--- config.mk ---
export PLATFORM = sky130hd
export DESIGN_NAME = dbg_top
export DESIGN_NICKNAME = d
export VERILOG_FILES = /design/src/logic/dbg_pkg.sv /design/src/logic/dbg_top.sv /design/src/logic/dbg_cpu_module.sv /design/src/logic/dbg_bus_module.sv /design/src/logic/dbg_select.sv
export SDC_FILE = /design/constraint.sdc
export NUM_CORES = 1
export LEC_CHECK = 0
export ABC_CLOCK_PERIOD_IN_PS = 14800
export BUFFER_PORTS_ARGS = -buffer_cell sky130_fd_sc_hd__buf_2
export CORE_MARGIN = 2
export CORE_UTILIZATION = 52
export DETAILED_ROUTE_END_ITERATION = 7
export MAX_ROUTING_LAYER = met4
export PLACE_DENSITY = 0.78
export SLEW_MARGIN = 20
export SYNTH_ARGS = -nofsm -noshare
export SYNTH_HDL_FRONTEND = slang
export SYNTH_SLANG_ARGS = --single-unit
export TNS_END_PERCENT = 100
--- constraint.sdc ---
create_clock -name tck_i -period 14.8 [get_ports tck_i]
set_input_delay 3.7 -clock tck_i [delete_from_list [all_inputs] [get_ports tck_i]]
set_output_delay 3.7 -clock tck_i [all_outputs]
set_load 0.02 [all_outputs]
--- src/logic/dbg_pkg.sv ---
// Fixed 53-bit DR shifted LSB first; single-word bus access only and one CPU
`default_nettype none

package dbg_pkg;

  //////////////////////////////////////////////////
  // Data register layout
  //////////////////////////////////////////////////

  localparam int DR_LEN = 53;
  typedef logic [DR_LEN-1:0] dr_t;

  // Set for a module-select frame
  localparam int SEL_BIT = 52;

  // Module id field of a select frame
  localparam int MOD_ID_HI = 51;
  localparam int MOD_ID_LO = 50;
  typedef logic [MOD_ID_HI-MOD_ID_LO:0] mod_id_t;

  localparam mod_id_t MOD_BUS = 2'd0;
  localparam mod_id_t MOD_CPU = 2'd1;

  // Command frame fields
  localparam int OPC_HI = 51;
  localparam int OPC_LO = 48;
  typedef logic [OPC_HI-OPC_LO:0] opcode_t;

  localparam int ARG_HI = 47;
  localparam int ARG_LO = 16;

  // Bus address and data
  typedef logic [31:0] word_t;

  //////////////////////////////////////////////////
  // Opcodes
  //////////////////////////////////////////////////

  localparam opcode_t OPC_SET_ADDR  = 4'd1;
  localparam opcode_t OPC_WRITE     = 4'd2;
  localparam opcode_t OPC_READ      = 4'd3;
  localparam opcode_t OPC_CPU_WRITE = 4'd4;
  localparam opcode_t OPC_CPU_READ  = 4'd5;

  // Busy, error, then 32 bits of read data
  localparam int STATUS_LEN = 34;

  typedef enum logic {
    IDLE,
    REQ
  } bus_state_t;

endpackage

`default_nettype wire
--- src/logic/dbg_top.sv ---
// Expects TAP state strobes from an external controller, all logic runs on tck_i
`timescale 1ns/1ps
`default_nettype none

module dbg_top
  import dbg_pkg::*;
#(
  parameter int ACK_TIMEOUT = 16
) (
  input  wire        tck_i,
  input  wire        rst_i,
  input  wire        tdi_i,
  input  wire        shift_dr_i,
  input  wire        capture_dr_i,
  input  wire        update_dr_i,
  input  wire        debug_select_i,
  input  wire word_t bus_dat_i,
  input  wire        bus_ack_i,
  input  wire        bus_err_i,
  input  wire        cpu_bp_i,
  output logic       tdo_o,
  output logic       bus_cyc_o,
  output logic       bus_we_o,
  output word_t      bus_adr_o,
  output word_t      bus_dat_o,
  output logic       cpu_stall_o,
  output logic       cpu_rst_o
);

  // Shared DR and per-module select
  dr_t  data_reg;
  logic bus_sel;
  logic cpu_sel;

  // Returned from the modules
  logic bus_tdo;
  logic cpu_tdo;
  logic bus_inhibit;
  logic cpu_inhibit;

  //////////////////////////////////////////////////
  // Select logic
  //////////////////////////////////////////////////

  dbg_select dbg_select_i (
    .tck_i          (tck_i),
    .rst_i          (rst_i),
    .tdi_i          (tdi_i),
    .shift_dr_i     (shift_dr_i),
    .update_dr_i    (update_dr_i),
    .debug_select_i (debug_select_i),
    .bus_inhibit_i  (bus_inhibit),
    .cpu_inhibit_i  (cpu_inhibit),
    .bus_tdo_i      (bus_tdo),
    .cpu_tdo_i      (cpu_tdo),
    .data_reg_o     (data_reg),
    .bus_sel_o      (bus_sel),
    .cpu_sel_o      (cpu_sel),
    .tdo_o          (tdo_o)
  );

  //////////////////////////////////////////////////
  // Debug modules
  //////////////////////////////////////////////////

  dbg_bus_module #(
    .ACK_TIMEOUT (ACK_TIMEOUT)
  ) dbg_bus_module_i (
    .tck_i           (tck_i),
    .rst_i           (rst_i),
    .data_reg_i      (data_reg),
    .module_select_i (bus_sel),
    .debug_select_i  (debug_select_i),
    .capture_dr_i    (capture_dr_i),
    .shift_dr_i      (shift_dr_i),
    .update_dr_i     (update_dr_i),
    .bus_dat_i       (bus_dat_i),
    .bus_ack_i       (bus_ack_i),
    .bus_err_i       (bus_err_i),
    .tdo_o           (bus_tdo),
    .inhibit_o       (bus_inhibit),
    .bus_cyc_o       (bus_cyc_o),
    .bus_we_o        (bus_we_o),
    .bus_adr_o       (bus_adr_o),
    .bus_dat_o       (bus_dat_o)
  );

  dbg_cpu_module dbg_cpu_module_i (
    .tck_i           (tck_i),
    .rst_i           (rst_i),
    .data_reg_i      (data_reg),
    .module_select_i (cpu_sel),
    .debug_select_i  (debug_select_i),
    .capture_dr_i    (capture_dr_i),
    .shift_dr_i      (shift_dr_i),
    .update_dr_i     (update_dr_i),
    .cpu_bp_i        (cpu_bp_i),
    .tdo_o           (cpu_tdo),
    .inhibit_o       (cpu_inhibit),
    .cpu_stall_o     (cpu_stall_o),
    .cpu_rst_o       (cpu_rst_o)
  );

endmodule

`default_nettype wire

--- src/logic/dbg_cpu_module.sv ---
// CPU control on tck_i; a breakpoint stalls the CPU until the next CPU write
`timescale 1ns/1ps
`default_nettype none

module dbg_cpu_module
  import dbg_pkg::*;
(
  input  wire      tck_i,
  input  wire      rst_i,
  input  wire dr_t data_reg_i,
  input  wire      module_select_i,
  input  wire      debug_select_i,
  input  wire      capture_dr_i,
  input  wire      shift_dr_i,
  input  wire      update_dr_i,
  input  wire      cpu_bp_i,
  output logic     tdo_o,
  output logic     inhibit_o,
  output logic     cpu_stall_o,
  output logic     cpu_rst_o
);

  // Stall, reset, breakpoint seen
  localparam int CPU_STATUS_LEN = 3;

  logic                      stall_bit;
  logic                      rst_bit;
  logic                      bp_flag;
  logic [CPU_STATUS_LEN-1:0] status_sr;

  logic    sel_valid;
  logic    cmd_valid;
  logic    cpu_write;
  opcode_t opcode;

  //////////////////////////////////////////////////
  // Command decode
  //////////////////////////////////////////////////

  assign sel_valid = debug_select_i & module_select_i;
  assign cmd_valid = sel_valid & update_dr_i & ~data_reg_i[SEL_BIT];
  assign opcode    = data_reg_i[OPC_HI:OPC_LO];

  // Only the write opcode touches the control bits
  assign cpu_write = cmd_valid & (opcode == OPC_CPU_WRITE);

  //////////////////////////////////////////////////
  // Control register and breakpoint flag
  //////////////////////////////////////////////////

  // Arg bit 0 is stall, bit 1 is reset
  always_ff @(posedge tck_i or posedge rst_i) begin
    if (rst_i) begin
      stall_bit <= 1'b0;
      rst_bit   <= 1'b0;
    end else if (cpu_write) begin
      stall_bit <= data_reg_i[ARG_LO];
      rst_bit   <= data_reg_i[ARG_LO+1];
    end
  end

  // A breakpoint in the write cycle is kept
  always_ff @(posedge tck_i or posedge rst_i) begin
    if (rst_i) begin
      bp_flag <= 1'b0;
    end else if (cpu_bp_i) begin
      bp_flag <= 1'b1;
    end else if (cpu_write) begin
      bp_flag <= 1'b0;
    end
  end

  assign cpu_stall_o = stall_bit | bp_flag;
  assign cpu_rst_o   = rst_bit;

  // Never blocks a module change
  assign inhibit_o = 1'b0;

  //////////////////////////////////////////////////
  // Status shift register
  //////////////////////////////////////////////////

  always_ff @(posedge tck_i or posedge rst_i) begin
    if (rst_i) begin
      status_sr <= '0;
    end else if (sel_valid && capture_dr_i) begin
      status_sr <= {bp_flag, rst_bit, stall_bit};
    end else if (sel_valid && shift_dr_i) begin
      status_sr <= {1'b0, status_sr[CPU_STATUS_LEN-1:1]};
    end
  end

  assign tdo_o = status_sr[0];

endmodule

`default_nettype wire

--- src/logic/dbg_bus_module.sv ---
// Single-word bus master on tck_i; commands arriving while busy are dropped
`timescale 1ns/1ps
`default_nettype none

module dbg_bus_module
  import dbg_pkg::*;
#(
  parameter int ACK_TIMEOUT = 16
) (
  input  wire        tck_i,
  input  wire        rst_i,
  input  wire dr_t   data_reg_i,
  input  wire        module_select_i,
  input  wire        debug_select_i,
  input  wire        capture_dr_i,
  input  wire        shift_dr_i,
  input  wire        update_dr_i,
  input  wire word_t bus_dat_i,
  input  wire        bus_ack_i,
  input  wire        bus_err_i,
  output logic       tdo_o,
  output logic       inhibit_o,
  output logic       bus_cyc_o,
  output logic       bus_we_o,
  output word_t      bus_adr_o,
  output word_t      bus_dat_o
);

  // Wide enough to hold ACK_TIMEOUT
  localparam int CNT_W = $clog2(ACK_TIMEOUT + 1);
  localparam logic [CNT_W-1:0] TMO_LAST = CNT_W'(ACK_TIMEOUT - 1);

  bus_state_t            state;
  logic [CNT_W-1:0]      ack_cnt;
  logic                  err_flag;
  word_t                 rd_data;
  logic [STATUS_LEN-1:0] status_sr;

  logic    sel_valid;
  logic    cmd_valid;
  opcode_t opcode;
  word_t   arg;
  logic    busy;
  logic    timeout;
  logic    err_set;
  logic    start;

  //////////////////////////////////////////////////
  // Command decode
  //////////////////////////////////////////////////

  assign sel_valid = debug_select_i & module_select_i;
  assign cmd_valid = sel_valid & update_dr_i & ~data_reg_i[SEL_BIT];
  assign opcode    = data_reg_i[OPC_HI:OPC_LO];
  assign arg       = data_reg_i[ARG_HI:ARG_LO];

  assign busy = (state == REQ);

  // Only reads and writes open a bus cycle
  assign start = (state == IDLE) & cmd_valid & ((opcode == OPC_WRITE) | (opcode == OPC_READ));

  // Last cycle of the ack window
  assign timeout = busy & (ack_cnt == TMO_LAST);

  // Bus error or no answer in time, an ack in the same cycle wins
  assign err_set = busy & ~bus_ack_i & (bus_err_i | timeout);

  //////////////////////////////////////////////////
  // Request FSM
  //////////////////////////////////////////////////

  always_ff @(posedge tck_i or posedge rst_i) begin
    if (rst_i) begin
      state     <= IDLE;
      ack_cnt   <= '0;
      bus_we_o  <= 1'b0;
      bus_adr_o <= '0;
    end else begin
      case (state)
        IDLE: begin
          ack_cnt <= '0;
          if (cmd_valid) begin
            case (opcode)
              OPC_SET_ADDR: begin
                bus_adr_o <= arg;
              end
              OPC_WRITE: begin
                bus_we_o <= 1'b1;
                state    <= REQ;
              end
              OPC_READ: begin
                bus_we_o <= 1'b0;
                state    <= REQ;
              end
              default: begin
                state <= IDLE;
              end
            endcase
          end
        end
        REQ: begin
          ack_cnt <= ack_cnt + 1'b1;
          if (bus_ack_i) begin
            // Completed access, step to next word
            bus_adr_o <= bus_adr_o + 32'd4;
            state     <= IDLE;
          end else if (err_set) begin
            state <= IDLE;
          end
        end
        default: begin
          state <= IDLE;
        end
      endcase
    end
  end

  // Cycle stays up for the whole request
  assign bus_cyc_o = busy;
  assign inhibit_o = busy;

  // Write data taken with the command
  always_ff @(posedge tck_i) begin
    if (start && opcode == OPC_WRITE) begin
      bus_dat_o <= arg;
    end
  end

  // Read data sampled on the ack cycle
  always_ff @(posedge tck_i or posedge rst_i) begin
    if (rst_i) begin
      rd_data <= '0;
    end else if (busy && bus_ack_i && !bus_we_o) begin
      rd_data <= bus_dat_i;
    end
  end

  //////////////////////////////////////////////////
  // Status and serial output
  //////////////////////////////////////////////////

  // Sticky until reported, a new error beats the clear
  always_ff @(posedge tck_i or posedge rst_i) begin
    if (rst_i) begin
      err_flag <= 1'b0;
    end else if (err_set) begin
      err_flag <= 1'b1;
    end else if (sel_valid && capture_dr_i) begin
      err_flag <= 1'b0;
    end
  end

  always_ff @(posedge tck_i or posedge rst_i) begin
    if (rst_i) begin
      status_sr <= '0;
    end else if (sel_valid && capture_dr_i) begin
      status_sr <= {rd_data, err_flag, busy};
    end else if (sel_valid && shift_dr_i) begin
      status_sr <= {1'b0, status_sr[STATUS_LEN-1:1]};
    end
  end

  assign tdo_o = status_sr[0];

endmodule

`default_nettype wire

--- src/logic/dbg_select.sv ---
// Module id changes only on select frames and only while no module inhibits it
`timescale 1ns/1ps
`default_nettype none

module dbg_select
  import dbg_pkg::*;
(
  input  wire  tck_i,
  input  wire  rst_i,
  input  wire  tdi_i,
  input  wire  shift_dr_i,
  input  wire  update_dr_i,
  input  wire  debug_select_i,
  input  wire  bus_inhibit_i,
  input  wire  cpu_inhibit_i,
  input  wire  bus_tdo_i,
  input  wire  cpu_tdo_i,
  output dr_t  data_reg_o,
  output logic bus_sel_o,
  output logic cpu_sel_o,
  output logic tdo_o
);

  mod_id_t mod_id;
  logic    inhibit;
  logic    sel_update;

  //////////////////////////////////////////////////
  // Input shift register
  //////////////////////////////////////////////////

  // LSB first, new bit enters at the top
  always_ff @(posedge tck_i or posedge rst_i) begin
    if (rst_i) begin
      data_reg_o <= '0;
    end else if (debug_select_i && shift_dr_i) begin
      data_reg_o <= {tdi_i, data_reg_o[DR_LEN-1:1]};
    end
  end

  //////////////////////////////////////////////////
  // Module id register
  //////////////////////////////////////////////////

  // Any busy module holds the current selection
  assign inhibit = bus_inhibit_i | cpu_inhibit_i;

  // Select frames only, commands go to the modules
  assign sel_update = debug_select_i & update_dr_i & data_reg_o[SEL_BIT] & ~inhibit;

  always_ff @(posedge tck_i or posedge rst_i) begin
    if (rst_i) begin
      mod_id <= MOD_BUS;
    end else if (sel_update) begin
      mod_id <= data_reg_o[MOD_ID_HI:MOD_ID_LO];
    end
  end

  // One-hot selects, ids 2 and 3 select nothing
  assign bus_sel_o = (mod_id == MOD_BUS);
  assign cpu_sel_o = (mod_id == MOD_CPU);

  // TDO mux by module id
  always_comb begin
    case (mod_id)
      MOD_BUS: tdo_o = bus_tdo_i;
      MOD_CPU: tdo_o = cpu_tdo_i;
      default: tdo_o = 1'b0;
    endcase
  end

endmodule

`default_nettype wire

==> impl_metrics.py <==
metrics = {
    "status": {
        "outcome": "completed",
    },
    "die": {
        "initial_core_util": 0.535,
        "rows": 44,
        "dieArea_um2": 16100,
        "fp.dieW_um": 127,
        "core_area_um2": 14600,
        "dieHeight_um": 127,
        "io_pins": 111,
    },
    "placed_design": {
        "dpl_cell_area_um2": 8520,
        "portBuffers": 110,
        "routabilityCongestion": 0.891,
        "pre_cts_slack_ns": 8.03,
        "dp_hpwl_um": 11200,
    },
    "logic_synthesis": {
        "avgSynthCellArea_um2": 12.0,
        "synthArstFlopShare": 0.825,
        "synth_top_area_share": 0.482,
        "yosysSeqAreaShare": 0.605,
        "synthFlopType": "dfrtp_1",
        "synth.area.top_cells": "dfrtp_1 (48%), edfxtp_1 (12%), mux2_2 (9.9%), o21ai_0 (3.6%), a22oi_1 (3.5%)",
        "syn_nets": 697,
        "synth-seq-cells": 183,
        "synth_cells": 652,
        "synth-edff-count": 32,
        "synthDistinctLibCells": 61,
        "syn-cell-area_um2": 7830,
        "yosys_warnings": 0,
        "synth_area_leader_cell": "dfrtp_1",
    },
    "timing": {
        "worst_pin_slew_ns": 1.00,
        "period_needed_ns": 6.35,
        "maxSlewHeadroom": 0.327,
        "setup_ws_ns": 8.45,
        "setup_viol": 0,
        "layout_worst_path_cycle_share": 0.429,
        "fmax_mhz": 157,
        "finalClockSkew_ns": 0.00842,
        "hold_violations": 0,
        "drv_slew": 0,
        "rsz0062_at_grt": "false",
        "tns_ns": 0,
    },
    "clock_tree": {
        "clock_latency_ns": 0.43,
        "cts_buffer_depth": 2,
        "cts_tree": "built",
        "post_cts_resized": 0,
        "cts-root-buf": "clkbuf_16",
        "cts.sink_count": 183,
        "ctsHoldBuffers": 0,
        "htreeDepth": 4,
        "cts_buffers": 17,
        "clkTransAtPathRegs_ns": 0.06,
        "cts_setup_buffers": 0,
    },
    "drt": {
        "routed-via-count": 5737,
        "dr.first_iter.drc_count": 691,
        "vias_per_cell": 6.06,
        "drtPass1Iterations": 8,
        "wirelength_um": 17200,
        "postRouteAntennaNets": 0,
        "drc_errors": 0,
        "avgRoutedWirePerCell_um": 18.2,
    },
    "power": {
        "p_per_area_nw_per_um2": 161,
        "seq_power_share": 0.514,
        "vdd_ir_drop_max_mv": 0.121,
        "finalPower_w": 0.00146,
        "swShare": 0.314,
        "p_leak_nw": 4.13,
        "combPwrFrac": 0.192,
        "clockPowerShare": 0.294,
        "power_switching_w": 0.000459,
        "p_int_w": 0.00100,
    },
    "global_routing": {
        "antenna_found_initial": 0,
        "grt_max_degree": 88,
        "grt_pass1_vias": 5544,
        "grt_pass1_wl_um": 28600,
        "gr-usage-all-layers": 0.231,
        "grt.overflow.total": 0,
    },
    "run": {
        "drv_cap": 0,
    },
    "setup_path": {
        "max_stage_delay_ns": 0.79,
        "startpoint_type": "primary input",
        "crit_type": "primary input to register",
        "end_kind": "register",
        "required_ns": 14.91,
        "crit_chain": "buf_2 -> or3b_2 -> or4b_1 -> nor2_2 -> buf_4",
        "cp.arrival_ns": 6.46,
        "path_max_fanout": 38,
        "crit_slowest_cell": "nor2_2",
    },
    "finish": {
        "drive_gt1_frac": 0.304,
        "finalNetCount": 795,
        "synthToLayoutAreaGrowth_pct": 16.0,
        "fill_cells": 1120,
        "antenna_cells": 0,
        "final_area_um2": 9080,
    },
    "worst_hold_path": {
        "hold_path.class": "register to register",
    },
}
==> layout make-up <==
cell class	instances	area (µm²)	share of cell area
well taps	184	230	0.0253
inverters	7	31.3	0.00344
clock buffers	21	460	0.0507
clock inverters	11	98.8	0.0109
flip-flops and latches	183	4740	0.522
multi-input cells	423	2910	0.321
repair buffers	118	611	0.0672
==> cell usage after synthesis (all sizes together) (3+ instances only) <==
library cell / number
a21o: 3
a21oi: 30
a22oi: 36
a31oi: 5
a32o: 3
and2: 3
and3: 8
and4: 4
buf: 14
clkbuf: 25
dfrtp: 151
edfxtp: 32
ha: 3
inv: 6
mux2: 79
mux2i: 4
nand2: 64
nand3: 19
nand4: 8
nor2: 28
nor3: 3
nor4: 7
o21ai: 58
o22a: 6
o22ai: 10
o31ai: 3
or3: 8
==> layer usage <==
metal	vias up	global-route usage	wire length, µm
li1	2619	-	-
met1	2827	0.305	7260
met2	255	0.363	8340
met3	36	0.0515	1300
met4	0	0.0672	338
met5	-	-	0
==> worst paths after layout <==
check                                                 start                        endpoint  slack [ns]  cells past startpoint
worst max register to register   dbg_bus_module_i.bus_cyc_o  dbg_bus_module_i.bus_dat_o[17]       11.35                      5
worst min-delay path            dbg_bus_module_i.ack_cnt[0]     dbg_bus_module_i.ack_cnt[0]        0.46                      1
worst max-delay path                         debug_select_i  dbg_bus_module_i.bus_dat_o[17]        8.45                      5
worst min register to register  dbg_bus_module_i.ack_cnt[0]     dbg_bus_module_i.ack_cnt[0]        0.46                      1
max in group asynchronous                             rst_i     dbg_select_i.data_reg_o[31]       10.04                      3
min in group asynchronous                             rst_i     dbg_select_i.data_reg_o[17]        3.42                      2
==> stage by stage <==
step | std cells | utilization | hold slack, ns
after detailed placement | 915 | 0.582 | 0.446
after global placement | 915 | 0.582 | 0.440
after global routing | 947 | 0.620 | 0.470
after floorplan | 652 | - | 0.425
final | 947 | 0.620 | 0.456
after CTS | 947 | 0.620 | 0.455
==> state kept, by name, indices dropped and copies added (netlist names) <==
name / count
dbg_select_i.data_reg_o: 37
dbg_bus_module_i.status_sr: 34
dbg_bus_module_i.bus_adr_o: 32
dbg_bus_module_i.bus_dat_o: 32
dbg_bus_module_i.rd_data: 32
dbg_bus_module_i.ack_cnt: 5
dbg_cpu_module_i.status_sr: 3
dbg_select_i.mod_id: 2
dbg_bus_module_i.bus_cyc_o: 1
dbg_bus_module_i.bus_we_o: 1
dbg_bus_module_i.err_flag: 1
dbg_cpu_module_i.bp_flag: 1
dbg_cpu_module_i.cpu_rst_o: 1
dbg_cpu_module_i.stall_bit: 1
==> cells in the final DEF, fill, tap and decap left out, types with 3 or more instances in the layout <==
master / n
clkinv_2: 3
nor2_1: 27
nor4_1: 5
and2_1: 3
nand4_1: 7
nor3_1: 3
and4_1: 4
mux2_2: 69
mux2i_1: 4
o22a_1: 6
clkbuf_16: 17
a22oi_1: 36
ha_1: 3
a32o_1: 3
o22ai_1: 10
o21ai_0: 57
nand3_1: 18
a21oi_1: 30
inv_6: 3
and3_1: 8
dfrtp_1: 151
edfxtp_1: 32
buf_4: 8
buf_2: 110
inv_1: 5
a21o_1: 3
mux2_1: 10
or3_1: 8
nand2_1: 64
a31oi_1: 5
==> worst max-delay path, delay by kind of cell <==
kind                   cells  cell delay (ns)
buffers and inverters      2             0.54
and+or+nand+nor            3             2.20
==> power groups by stage <==
stage / clock network (W) / logic, W / registers [W]
4_1_cts: 0.000436 / 0.000283 / 0.000748
5_1_grt: 0.000457 / 0.000312 / 0.000767
3_5_place_dp: 0 / 0.000280 / 0.000755
6_report: 0.000430 / 0.000281 / 0.000751
3_3_place_gp: 0 / 0.000265 / 0.000747
2_1_floorplan: 0 / 0.000172 / 0.000758
==> kinds of logic after synthesis <==
| kind of cell | share of synthesized area |
|---|---|
| compound gates | 0.135 |
| fa+ha+maj | 0.00479 |
| mux | 0.119 |
| simple gates | 0.110 |
| buf+inv | 0.0243 |
| xor+xnor | 0.00224 |
| flops | 0.605 |
Power figures use the tool's default switching activity.
